<file path="src/logic/dataCtrl_defines.svh">
`ifndef DATACTRL_DEFINES_SVH
`define DATACTRL_DEFINES_SVH

// clk8 edges that _cpuReset stays low once the system reset lets go
// the real machine holds far longer, any value up to 2^20-1 works
`define RESET_HOLD_CYCLES 16

// VIA register index, taken from A12-A9
`define VIA_REG_ORB 4'd0
`define VIA_REG_ORA 4'd1
`define VIA_REG_IFR 4'd13
`define VIA_REG_IER 4'd14

// SCC register index, taken from A2-A1
`define SCC_REG_STATUS 2'd0
`define SCC_REG_CTRL 2'd1

// low byte on byte-wide peripheral reads
`define BUS_PAD_BYTE 8'hEF

`endif

</file>
<file path="src/logic/dataCtrlPkg.sv">
`default_nettype none

package dataCtrlPkg;

	typedef logic [15:0] cpuWord_t;
	typedef logic [7:0] regByte_t;
	typedef logic [3:0] viaRegSel_t;
	typedef logic [1:0] sccRegSel_t;
	// active low, 3'b111 means no request
	typedef logic [2:0] ipl_t;
	typedef logic [2:0] volume_t;
	typedef logic [10:0] audioWord_t;
	typedef logic [19:0] resetCount_t;

	// decoded CPU access, selects already qualified with bus control
	typedef struct packed {
		logic viaSel;
		logic sccSel;
		cpuWord_t dataIn;
		logic rwN;
		logic udsN;
		logic ldsN;
	} cpuBus_s;

	typedef struct packed {
		volume_t volume;
		logic mute;
		logic alt;
	} soundCtrl_s;

	typedef struct packed {
		logic viaIrqN;
		logic sccIrqN;
	} irqLines_s;

	typedef enum logic [1:0] {
		rsHold,
		rsCount,
		rsRun
	} resetState_e;

endpackage

`default_nettype wire

</file>
<file path="src/logic/cpuBusCombiner.sv">
`timescale 1ns/1ps
`default_nettype none
`include "dataCtrl_defines.svh"

module cpuBusCombiner import dataCtrlPkg::*; (
	input wire cpuBus_s bus,
	input wire cpuWord_t viaData,
	input wire regByte_t sccData,
	input wire cpuWord_t memoryDataIn,
	input wire irqLines_s irq,
	output cpuWord_t cpuDataOut,
	output cpuWord_t memoryDataOut,
	output ipl_t cpuIPL
);

	// VIA first, then SCC, otherwise memory
	always_comb begin
		if (bus.viaSel) begin
			cpuDataOut = viaData;
		end else if (bus.sccSel) begin
			// SCC drives only the upper lane
			cpuDataOut = {sccData, `BUS_PAD_BYTE};
		end else begin
			cpuDataOut = memoryDataIn;
		end
	end

	assign memoryDataOut = bus.dataIn;

	// VIA on level 1, SCC on level 2, both inverted
	always_comb begin
		if (!irq.viaIrqN) begin
			cpuIPL = 3'b110;
		end else if (!irq.sccIrqN) begin
			cpuIPL = 3'b101;
		end else begin
			cpuIPL = 3'b111;
		end
	end

	// address decode upstream must keep the selects exclusive
	always_comb begin
		selectsExclusive: assert final (!(bus.viaSel && bus.sccSel))
			else $error("VIA and SCC selected together");
	end

endmodule

`default_nettype wire

</file>
<file path="src/logic/dataController.sv">
`timescale 1ns/1ps
`default_nettype none

module dataController import dataCtrlPkg::*; (
	input wire clk8,
	input wire _systemReset,
	output logic _cpuReset,
	output ipl_t _cpuIPL,
	input wire cpuWord_t cpuDataIn,
	input wire viaRegSel_t cpuAddrRegHi,
	input wire sccRegSel_t cpuAddrRegLo,
	input wire _cpuUDS,
	input wire _cpuLDS,
	input wire _cpuRW,
	output cpuWord_t cpuDataOut,
	input wire selectVIA,
	input wire selectSCC,
	input wire cpuBusControl,
	input wire cpuWord_t memoryDataIn,
	output cpuWord_t memoryDataOut,
	input wire loadSound,
	input wire _vblank,
	input wire _hblank,
	input wire mouseX1,
	input wire mouseY1,
	output audioWord_t audioOut,
	output logic sndAlt,
	output logic memoryOverlayOn
);

	logic cpuResetN;
	cpuBus_s cpuBus;
	soundCtrl_s soundCtrl;
	irqLines_s irqLines;
	cpuWord_t viaData;
	regByte_t sccData;

	// selects only count while the CPU owns the bus
	assign cpuBus.viaSel = selectVIA && cpuBusControl;
	assign cpuBus.sccSel = selectSCC && cpuBusControl;
	assign cpuBus.dataIn = cpuDataIn;
	assign cpuBus.rwN = _cpuRW;
	assign cpuBus.udsN = _cpuUDS;
	assign cpuBus.ldsN = _cpuLDS;

	assign _cpuReset = cpuResetN;

	resetSequencer u_resetSequencer (
		.clk8(clk8),
		._systemReset(_systemReset),
		.cpuResetN(cpuResetN)
	);

	// peripherals come out of reset together with the CPU
	viaRegs u_viaRegs (
		.clk8(clk8),
		._systemReset(cpuResetN),
		.bus(cpuBus),
		.regSel(cpuAddrRegHi),
		._vblank(_vblank),
		._hblank(_hblank),
		.dataOut(viaData),
		.irqN(irqLines.viaIrqN),
		.sound(soundCtrl),
		.memoryOverlayOn(memoryOverlayOn)
	);

	// mouse quadrature on the DCD inputs
	sccIrq u_sccIrq (
		.clk8(clk8),
		.cpuResetN(cpuResetN),
		.bus(cpuBus),
		.regSel(cpuAddrRegLo),
		.dcdA(mouseX1),
		.dcdB(mouseY1),
		.dataOut(sccData),
		.irqN(irqLines.sccIrqN)
	);

	soundMixer u_soundMixer (
		.clk8(clk8),
		.cpuResetN(cpuResetN),
		.loadSound(loadSound),
		.sampleByte(memoryDataIn[15:8]),
		.sound(soundCtrl),
		.audioOut(audioOut),
		.sndAlt(sndAlt)
	);

	cpuBusCombiner u_cpuBusCombiner (
		.bus(cpuBus),
		.viaData(viaData),
		.sccData(sccData),
		.memoryDataIn(memoryDataIn),
		.irq(irqLines),
		.cpuDataOut(cpuDataOut),
		.memoryDataOut(memoryDataOut),
		.cpuIPL(_cpuIPL)
	);

endmodule

`default_nettype wire

</file>
<file path="src/logic/resetSequencer.sv">
`timescale 1ns/1ps
`default_nettype none
`include "dataCtrl_defines.svh"

module resetSequencer import dataCtrlPkg::*; (
	input wire clk8,
	input wire _systemReset,
	output logic cpuResetN
);

	resetState_e state;
	resetCount_t holdCount;

	// edges after release are counted in rsHold and rsCount alike
	always_ff @(posedge clk8 or negedge _systemReset) begin
		if (!_systemReset) begin
			state <= rsHold;
			holdCount <= resetCount_t'(`RESET_HOLD_CYCLES);
			cpuResetN <= 1'b0;
		end else begin
			case (state)
				rsHold, rsCount: begin
					holdCount <= holdCount - 1'b1;
					if (holdCount == resetCount_t'(1)) begin
						state <= rsRun;
						cpuResetN <= 1'b1;
					end else begin
						state <= rsCount;
					end
				end
				default: begin
					state <= rsRun;
					cpuResetN <= 1'b1;
				end
			endcase
		end
	end

	// CPU only leaves reset together with the FSM
	resetOnlyInRun: assert property (@(posedge clk8) cpuResetN |-> state == rsRun)
		else $error("cpuResetN high outside rsRun");

endmodule

`default_nettype wire

</file>
<file path="src/logic/sccIrq.sv">
`timescale 1ns/1ps
`default_nettype none
`include "dataCtrl_defines.svh"

module sccIrq import dataCtrlPkg::*; (
	input wire clk8,
	input wire cpuResetN,
	input wire cpuBus_s bus,
	input wire sccRegSel_t regSel,
	input wire dcdA,
	input wire dcdB,
	output regByte_t dataOut,
	output logic irqN
);

	logic [1:0] enable;
	logic [1:0] pending;
	logic [1:0] dcdSync1;
	logic [1:0] dcdSync2;
	logic [1:0] dcdSync3;
	logic [1:0] dcdEdge;
	logic sccWrite;
	logic ctrlWrite;
	regByte_t wrData;

	// either strobe will do
	assign sccWrite = bus.sccSel && !bus.rwN && (!bus.udsN || !bus.ldsN);
	assign ctrlWrite = sccWrite && regSel == `SCC_REG_CTRL;
	assign wrData = bus.dataIn[15:8];

	// bit 0 channel A, bit 1 channel B
	always_ff @(posedge clk8 or negedge cpuResetN) begin
		if (!cpuResetN) begin
			dcdSync1 <= 2'b00;
			dcdSync2 <= 2'b00;
			dcdSync3 <= 2'b00;
		end else begin
			dcdSync1 <= {dcdB, dcdA};
			dcdSync2 <= dcdSync1;
			dcdSync3 <= dcdSync2;
		end
	end

	// quadrature lines interrupt on both edges
	assign dcdEdge = dcdSync3 ^ dcdSync2;

	always_ff @(posedge clk8 or negedge cpuResetN) begin
		if (!cpuResetN) begin
			enable <= 2'b00;
			pending <= 2'b00;
		end else begin
			if (ctrlWrite) begin
				enable <= wrData[1:0];
			end
			if (ctrlWrite && wrData[4]) begin
				pending <= dcdEdge & enable;
			end else begin
				pending <= pending | (dcdEdge & enable);
			end
		end
	end

	assign irqN = !(|pending);

	always_comb begin
		case (regSel)
			`SCC_REG_STATUS: dataOut = {2'b00, dcdSync2[1], 1'b0, dcdSync2[0], 1'b0, pending};
			`SCC_REG_CTRL: dataOut = {6'd0, enable};
			default: dataOut = 8'd0;
		endcase
	end

	for (genvar ch = 0; ch < 2; ch++) begin : gChannelCheck
		noPendingWhileMasked: assert property (
			@(posedge clk8) disable iff (!cpuResetN)
			(!enable[ch] && !pending[ch]) |=> !pending[ch]
		) else $error("SCC pending bit %0d set while disabled", ch);
	end

endmodule

`default_nettype wire

</file>
<file path="src/logic/soundMixer.sv">
`timescale 1ns/1ps
`default_nettype none

module soundMixer import dataCtrlPkg::*; (
	input wire clk8,
	input wire cpuResetN,
	input wire loadSound,
	input wire regByte_t sampleByte,
	input wire soundCtrl_s sound,
	output audioWord_t audioOut,
	output logic sndAlt
);

	regByte_t audioLatch;
	audioWord_t audioX1;
	audioWord_t audioX2;
	audioWord_t audioX4;

	// sample buffer holds unsigned bytes, offset to signed here
	always_ff @(posedge clk8 or negedge cpuResetN) begin
		if (!cpuResetN) begin
			audioLatch <= 8'd0;
		end else if (loadSound) begin
			if (sound.mute) begin
				audioLatch <= 8'd0;
			end else begin
				audioLatch <= sampleByte - 8'd128;
			end
		end
	end

	// x1, x2 and x4 copies, sign extended to the output width
	assign audioX1 = {{3{audioLatch[7]}}, audioLatch};
	assign audioX2 = {{2{audioLatch[7]}}, audioLatch, 1'b0};
	assign audioX4 = {audioLatch[7], audioLatch, 2'b00};

	// volume bits pick which copies go into the sum
	assign audioOut = (sound.volume[0] ? audioX1 : 11'd0)
		+ (sound.volume[1] ? audioX2 : 11'd0)
		+ (sound.volume[2] ? audioX4 : 11'd0);

	assign sndAlt = sound.alt;

endmodule

`default_nettype wire

</file>
<file path="src/logic/viaRegs.sv">
`timescale 1ns/1ps
`default_nettype none
`include "dataCtrl_defines.svh"

module viaRegs import dataCtrlPkg::*; (
	input wire clk8,
	input wire _systemReset,
	input wire cpuBus_s bus,
	input wire viaRegSel_t regSel,
	input wire _vblank,
	input wire _hblank,
	output cpuWord_t dataOut,
	output logic irqN,
	output soundCtrl_s sound,
	output logic memoryOverlayOn
);

	regByte_t ora;
	regByte_t orb;
	logic [6:0] ifr;
	logic [6:0] ier;
	logic [6:0] ifrClear;
	logic [1:0] blankSync1;
	logic [1:0] blankSync2;
	logic [1:0] blankSync3;
	logic [1:0] blankFall;
	logic viaWrite;
	logic irqActive;
	regByte_t wrData;
	regByte_t ifrRead;
	regByte_t readByte;

	// VIA sits on the upper byte lane
	assign viaWrite = bus.viaSel && !bus.rwN && !bus.udsN;
	assign wrData = bus.dataIn[15:8];

	// bit 1 vblank, bit 0 hblank
	// idle high so release from reset gives no false edge
	always_ff @(posedge clk8 or negedge _systemReset) begin
		if (!_systemReset) begin
			blankSync1 <= 2'b11;
			blankSync2 <= 2'b11;
			blankSync3 <= 2'b11;
		end else begin
			blankSync1 <= {_vblank, _hblank};
			blankSync2 <= blankSync1;
			blankSync3 <= blankSync2;
		end
	end

	assign blankFall = blankSync3 & ~blankSync2;

	// overlay on, volume 0, sound muted at boot
	always_ff @(posedge clk8 or negedge _systemReset) begin
		if (!_systemReset) begin
			ora <= 8'h10;
			orb <= 8'h80;
		end else if (viaWrite) begin
			case (regSel)
				`VIA_REG_ORA: ora <= wrData;
				`VIA_REG_ORB: orb <= wrData;
				default: ;
			endcase
		end
	end

	// ones written to IFR acknowledge those flags
	assign ifrClear = (viaWrite && regSel == `VIA_REG_IFR) ? wrData[6:0] : 7'd0;

	always_ff @(posedge clk8 or negedge _systemReset) begin
		if (!_systemReset) begin
			ifr <= 7'd0;
			ier <= 7'd0;
		end else begin
			// a new edge wins over a clear in the same cycle
			ifr <= (ifr & ~ifrClear) | {5'd0, blankFall};
			if (viaWrite && regSel == `VIA_REG_IER) begin
				if (wrData[7]) begin
					ier <= ier | wrData[6:0];
				end else begin
					ier <= ier & ~wrData[6:0];
				end
			end
		end
	end

	assign irqActive = |(ifr & ier);
	assign irqN = !irqActive;
	assign ifrRead = {irqActive, ifr};

	// IER reads back with bit 7 set, as on the 6522
	always_comb begin
		case (regSel)
			`VIA_REG_ORB: readByte = orb;
			`VIA_REG_ORA: readByte = ora;
			`VIA_REG_IFR: readByte = ifrRead;
			`VIA_REG_IER: readByte = {1'b1, ier};
			default: readByte = 8'd0;
		endcase
	end

	assign dataOut = {readByte, readByte};

	assign sound.volume = ora[2:0];
	assign sound.mute = orb[7];
	assign sound.alt = orb[3];
	assign memoryOverlayOn = ora[4];

	// CPU must always find the source of a VIA request in an IFR read
	irqShownInIfr: assert property (
		@(posedge clk8) disable iff (!_systemReset)
		(!irqN && regSel == `VIA_REG_IFR) |-> (dataOut[15] && dataOut[7])
	) else $error("VIA request without IFR bit 7");

endmodule

`default_nettype wire

</file>
<file path="config.mk">
export PLATFORM = sky130hd
export DESIGN_NAME = dataController
export DESIGN_NICKNAME = d
export VERILOG_FILES = /design/src/logic/dataCtrlPkg.sv /design/src/logic/cpuBusCombiner.sv /design/src/logic/dataController.sv /design/src/logic/resetSequencer.sv /design/src/logic/sccIrq.sv /design/src/logic/soundMixer.sv /design/src/logic/viaRegs.sv
export VERILOG_INCLUDE_DIRS = /design/src /design/src/logic
export SDC_FILE = /design/constraint.sdc
export NUM_CORES = 1
export LEC_CHECK = 0
export BUFFER_PORTS_ARGS = -buffer_cell sky130_fd_sc_hd__buf_2
export CAP_MARGIN = 0
export CORE_AREA = 2 2 108 110
export CTS_CLUSTER_SIZE = 25
export DETAILED_ROUTE_END_ITERATION = 12
export DIE_AREA = 0 0 110 112
export GPL_ROUTABILITY_DRIVEN = 0
export PLACE_DENSITY = 0.7
export SLEW_MARGIN = 20
export SYNTH_ARGS = -nofsm -noshare
export SYNTH_HDL_FRONTEND = slang
export SYNTH_SLANG_ARGS = --single-unit
</file>
<file path="constraint.sdc">
create_clock -name clk8 -period 3.8 [get_ports clk8]
set_input_delay 0.38 -clock clk8 [delete_from_list [all_inputs] [get_ports clk8]]
set_output_delay 0.38 -clock clk8 [all_outputs]
set_load 0.1 [all_outputs]
</file>
; Word level (Yosys, flattened, before mapping)
; Index checks and enable logic that the tools add are counted.
[totals]
latch_bits = 0
romBits = 0
mem_bits_rw = 0
regBits = 77
n_memories = 0
in_bits = 51
[classes]
order_cmp = 0
n_addsub = 4
reduce_logical = 22
mux = 17
eq_ne = 7
multipliers = 0
n_div = 0
bitwise = 12
shifts = 0
[ops]
columns = op, n
row1 = 11-bit two-way mux, 3
row2 = 16-bit two-way mux, 2
row3 = 8-bit one-hot mux with 4 select lines, 1
row4 = 11-bit adder, 2
row5 = 7-bit bitwise AND, 3
row6 = 20-bit by 1-bit == test with 1-bit output (second input constant), 1
row7 = 20-bit by 1-bit subtractor with 20-bit output (second input constant), 1
row8 = 7-bit two-way mux, 2
row9 = 7-bit NOT, 2
row10 = 6-bit one-hot mux with 2 select lines, 1
row11 = 1-bit logical AND, 10
row12 = 4-bit == test (second input constant), 2
row13 = 2-bit two-way mux, 4
row14 = 8-bit two-way mux, 1
row15 = 8-bit subtractor (second input constant), 1
row16 = 7-bit by 2-bit OR with 7-bit output, 1
row17 = 7-bit OR, 1
row18 = 7-bit OR reduction, 1
row19 = 2-bit bitwise AND, 2
row20 = 2-bit by 1-bit == test with 1-bit output (second input constant), 2
row21 = 4-bit by 1-bit == test with 1-bit output (second input constant), 1
row22 = 2-bit logical NOT, 2
row23 = 4-bit logical NOT, 1
row24 = 2-bit AND reduction, 2
row25 = other kinds (9), 13

; Longest topological paths before layout
[logic_depth]
ltp_word = 8
ltp_mapped = 10

; By module
; Synthesis repeated with hierarchy kept, for this count alone.
[unflattened]
cells_unflattened = 447
hier_area_um2 = 4621.9
[by_module_without_submodules]
columns = mod, area_each_um2, instances, cells_each
row1 = viaRegs, 1742.9, 1, 140
row2 = soundMixer, 1016.0, 1, 120
row3 = resetSequencer, 987.2, 1, 81
row4 = cpuBusCombiner, 440.4, 1, 72
row5 = sccIrq, 422.9, 1, 32
row6 = dataController, 12.5, 1, 2

; Least setup slack after synthesis
; No wires, ideal clock.
[synth_timing]
kind = register to output
from = register u_viaRegs.ora[2]
to = output port audioOut[10]
arrival_time_ns = 4.265
path_stages_with_launch = 10
path_buffers = 1
required_time_ns = 3.420
slack_ns = -0.845
path_cell_list = dfrtp_1 > clkbuf_1 > and2_1 > fa_1 > ha_1 > fa_1 > a21o_1 > a2111oi_0 > a21oi_1 > xnor2_1
[synth_via]
elab_chain_len = 2
[synth_lines]
columns = item, line_no
row1 = start: declaration, viaRegs.sv:18  ; regByte_t ora;
row2 = start signal: assignment, viaRegs.sv:60  ; `VIA_REG_ORA: ora <= wrData;
row3 = 11-bit two-way mux, soundMixer.sv:40  ; + (sound.volume[2] ? audioX4 : 11'd0);
row4 = 11-bit adder, soundMixer.sv:40
row5 = end: declaration, dataController.sv:26  ; output audioWord_t audioOut,
; Every way passes these cells.

; Final worst setup path
; Ends and elaborated chain as after synthesis.

==> flow_summary.toml <==
[outcome]
status = "completed"

[floorplanning]
initial_utilization = 0.3916
core.rowCount = 39
io_pins = 100
die_h_um = 112
floorplan.core_area_sq_mm = 0.01117
die-area_sq_mm = 0.01232
die_x_um = 110

[power]
max-vdd-ir-drop_uv = 261.7
power_leakage_nw = 2.412
power.density_cell_area_mw_per_mm2 = 427.6

[finish]
antenna_cells_inserted = 0
multi_input_logic_area_sq_mm = 0.002216
flow.area_growth_from_synthesis_pct = 19.02
layoutNonFillerInstCount = 641
fillCellCount = 1019
num-nets-final = 564
final_layout_size_suffix_gt1_frac = 0.3193
register_area_sq_mm = 0.001918

[clock_network]
clock_slew_at_reported_path_ffs_ps = 60
clock_tree.htree_level_count = 3
cts_tree = "yes"
count_of_hold_fix_buffers_inserted_at_cts = 0
clock-root-buffer = "clkbuf_16"
maximum_number_of_buffers_from_clock_root_to_sink = 2
cts.sink_count = 76
cts-buffers-inserted = 9
clk-insertion-delay-late_ps = 330

[yosys]
yosysTopAreaCellShare = 0.3832
synth.area.top_cells = "dfrtp_1 38%, mux2_2 7.2%, dfstp_2 5.4%"
synth_nets = 492
ys_seq_area_frac = 0.4372
synthCells = 421
yosysWarningCount = 0
yosys.cell_count.top_type = "dfrtp_1"
async_flop_share = 1.000
synth.ff_latch_count = 76
synth_largest_area_cell = "dfrtp_1"
synthesized_cell_area_sq_mm = 0.004375
synth-edff-count = 0
synth_commonest_cells = "67 x dfrtp_1, 42 x nand2_1, 28 x mux2_2, 27 x inv_1, 21 x nand3b_1"
postSynth.topFlopCell = "dfrtp_1"
post_synth_num_cell_types = 50
mean_syn_cell_area_sq_um = 10.39

[sta]
max-slew-margin-rel = 0.3741
hold_violations = 0
worst_slack_ps = 79.55
worst_clock_skew_ps = 5.036
period_needed_ps = 3720
tcrit_tclk_final = 0.9791
fmax_mhz = 268.8
timing.final.max_slew_violations = 0
max_slew.worst_pin.slew_ps = 931.7
finalSetupViolCount = 0

[placed_design]
post-dp-hpwl_mm = 7.960
post-place-ws_ps = 314.0
post_placement_cell_count = 620
placement.io_buffers = 82

[worst_setup_path]
critical_path.endpoint_type = "output port"
element_type_at_the_critical_path_start = "register"
critical_path.max_stage_delay_ps = 480
timing.critical_path.cells = "and2_1, fa_1, ha_1, fa_1, a21o_1, a2111oi_2, buf_4, a21oi_1, xnor2_4, buf_12"
critPathRequiredTime_ps = 3420
crit-reg2reg-launch = "u_resetSequencer.holdCount[3]$_DFFE_PN0N_"
worst_path_class_setup = "register to output port"
cp_max_fo = 7
worstPathArrival_ps = 3340
kind_of_cell_adding_the_most_delay_to_the_critical_path = "adder cells"
critical_path_s_most_frequent_cell = "fa_1"
worst_setup_path_startpoint = "u_viaRegs.ora[2]$_DFFE_PN0P_"
cp.buffers_inverters = 2
cp_slowest_cell = "fa_1"

[hold_path]
min-delay-path-class = "primary input to asynchronous set/reset pin"

[drt]
wl_per_cell_um = 16.66
drt_iter0_markers = 140
drt_pass1_iterations = 4
routed_via_density = 5.228
num_vias = 3351
drt_wl_total_mm = 10.68
drc_errors_left = 0
route.antenna.remaining_nets = 0

[flow_run]
max-cap-violations = 0

[grt]
grt.overflow.total = 0
grt_pass1_wl_mm = 16.68
global_routing_usage_summed_across_all_routing_layers = 0.1777
grt_start_max_net_pins = 56
antenna_found_initial = 0
first_global_vias = 3297
## layout make-up
| class | instances | area share |
|---|---|---|
| multi-input combinational | 288 | 0.4255 |
| sequential | 76 | 0.3683 |
| timing repair buffer | 91 | 0.09755 |
| clock buffer | 9 | 0.04325 |
| tap | 143 | 0.03436 |
| inverter | 27 | 0.01946 |
| clock inverter | 7 | 0.01153 |
## through the flow
stage	hold WS (ps)	cell area, sq um	setup TNS [ps]	total power [mW]	utilization
final	3.925	5207	0	2.227	0.4660
after global routing	24.00	5207	-12.81	2.318	0.4660
after CTS	13.59	5164	0	2.238	0.4621
after detailed placement	334.7	4875	0	1.427	0.4362
after global placement	333.2	4875	0	1.419	0.4362
after floorplan	84.41	4402	-87.19	1.355	-
## layout by cell type, fill, tap and decap left out, drive strengths merged, types with 3 or more instances in the layout
cell    netlist  layout
buf          19      91
dfrtp        67      67
nand2        42      42
inv          27      30
mux2         28      28
nand3b       21      21
o21ai        16      16
xor2         15      15
xnor2        14      14
a21o         13      13
a22oi        13      13
nor2         12      12
and2         11      11
ha           11      11
fa            9       9
clkbuf       11       9
dfstp         9       9
nand2b        8       8
nor3          7       7
a211oi        7       7
nor4          7       7
nand3         6       6
a21oi         5       5
o21bai        5       5
or3           5       5
a21boi        5       5
and3          4       4
a22o          4       4
clkinv        0       3
## routing by layer
| metal | wire (um) | global-route usage | up-vias |
|---|---|---|---|
| li1 | - | - | 1597 |
| met4 | 305 | 0.06835 | 0 |
| met1 | 4496 | 0.2221 | 1659 |
| met2 | 5374 | 0.2969 | 73 |
| met5 | 0 | 0 | - |
| met3 | 499 | 0.03864 | 22 |
## power breakdown
part | internal (mW) | leakage, nW | switching [mW]
sequential | 0.854 | 0.895 | 0.0335
combinational | 0.132 | 1.38 | 0.402
clock | 0.452 | 0.137 | 0.353
total | 1.44 | 2.41 | 0.789
## flip-flops by register name (all words and copies together) (netlist names), named ones only
register	cells
u_resetSequencer.holdCount	20
u_soundMixer.audioLatch	8
u_viaRegs.ora	8
u_viaRegs.orb	8
u_viaRegs.ifr	7
u_sccIrq.dcdSync1	2
u_sccIrq.dcdSync2	2
u_sccIrq.dcdSync3	2
u_sccIrq.enable	2
u_sccIrq.pending	2
u_viaRegs.blankSync1	2
u_viaRegs.blankSync2	2
u_viaRegs.blankSync3	2
u_resetSequencer.cpuResetN	1
u_resetSequencer.state	1
## path summary, 6_finish.rpt
check,end,slack [ps],cells past startpoint
min reg2reg,u_sccIrq.dcdSync2[0]$_DFF_PN0_,350,0
max,audioOut[10],80,10
min in group clk8,u_viaRegs.blankSync1[1]$_DFF_PN1_,150,1
min,u_resetSequencer.holdCount[19]$_DFFE_PN0N_,4,1
max reg2reg,u_resetSequencer.holdCount[17]$_DFFE_PN0N_,1590,4
max in group asynchronous,u_viaRegs.ora[2]$_DFFE_PN0P_,2820,1
## what timing repair did
item,in CTS,in global routing
gates resized for setup,3,2
setup buffers,0,5
setup endpoints to repair,1,1
gates cloned,0,0
## worst reg2reg max path: cells and delay by family (launching register included)
kind / cells / cell delay, ps
xor gates and xnor gates: 1 / 170
DFF: 1 / 410
and+or+nand+nor: 3 / 1520
## logic make-up (layout without fill, tap and decap cells)
logic type,after synthesis,count (layout),synth area share
and+or+nand+nor,134,134,0.1739
DFF,76,76,0.4372
AOI/OAI and AO/OA,75,75,0.1192
buffers and inverters,57,134,0.06377
xor gates and xnor gates,29,29,0.05805
muxes,29,29,0.07435
adders and majority gates,20,20,0.07263
other,1,1,0.0008571
No activity file was read; power rests on OpenSTA's default activity.
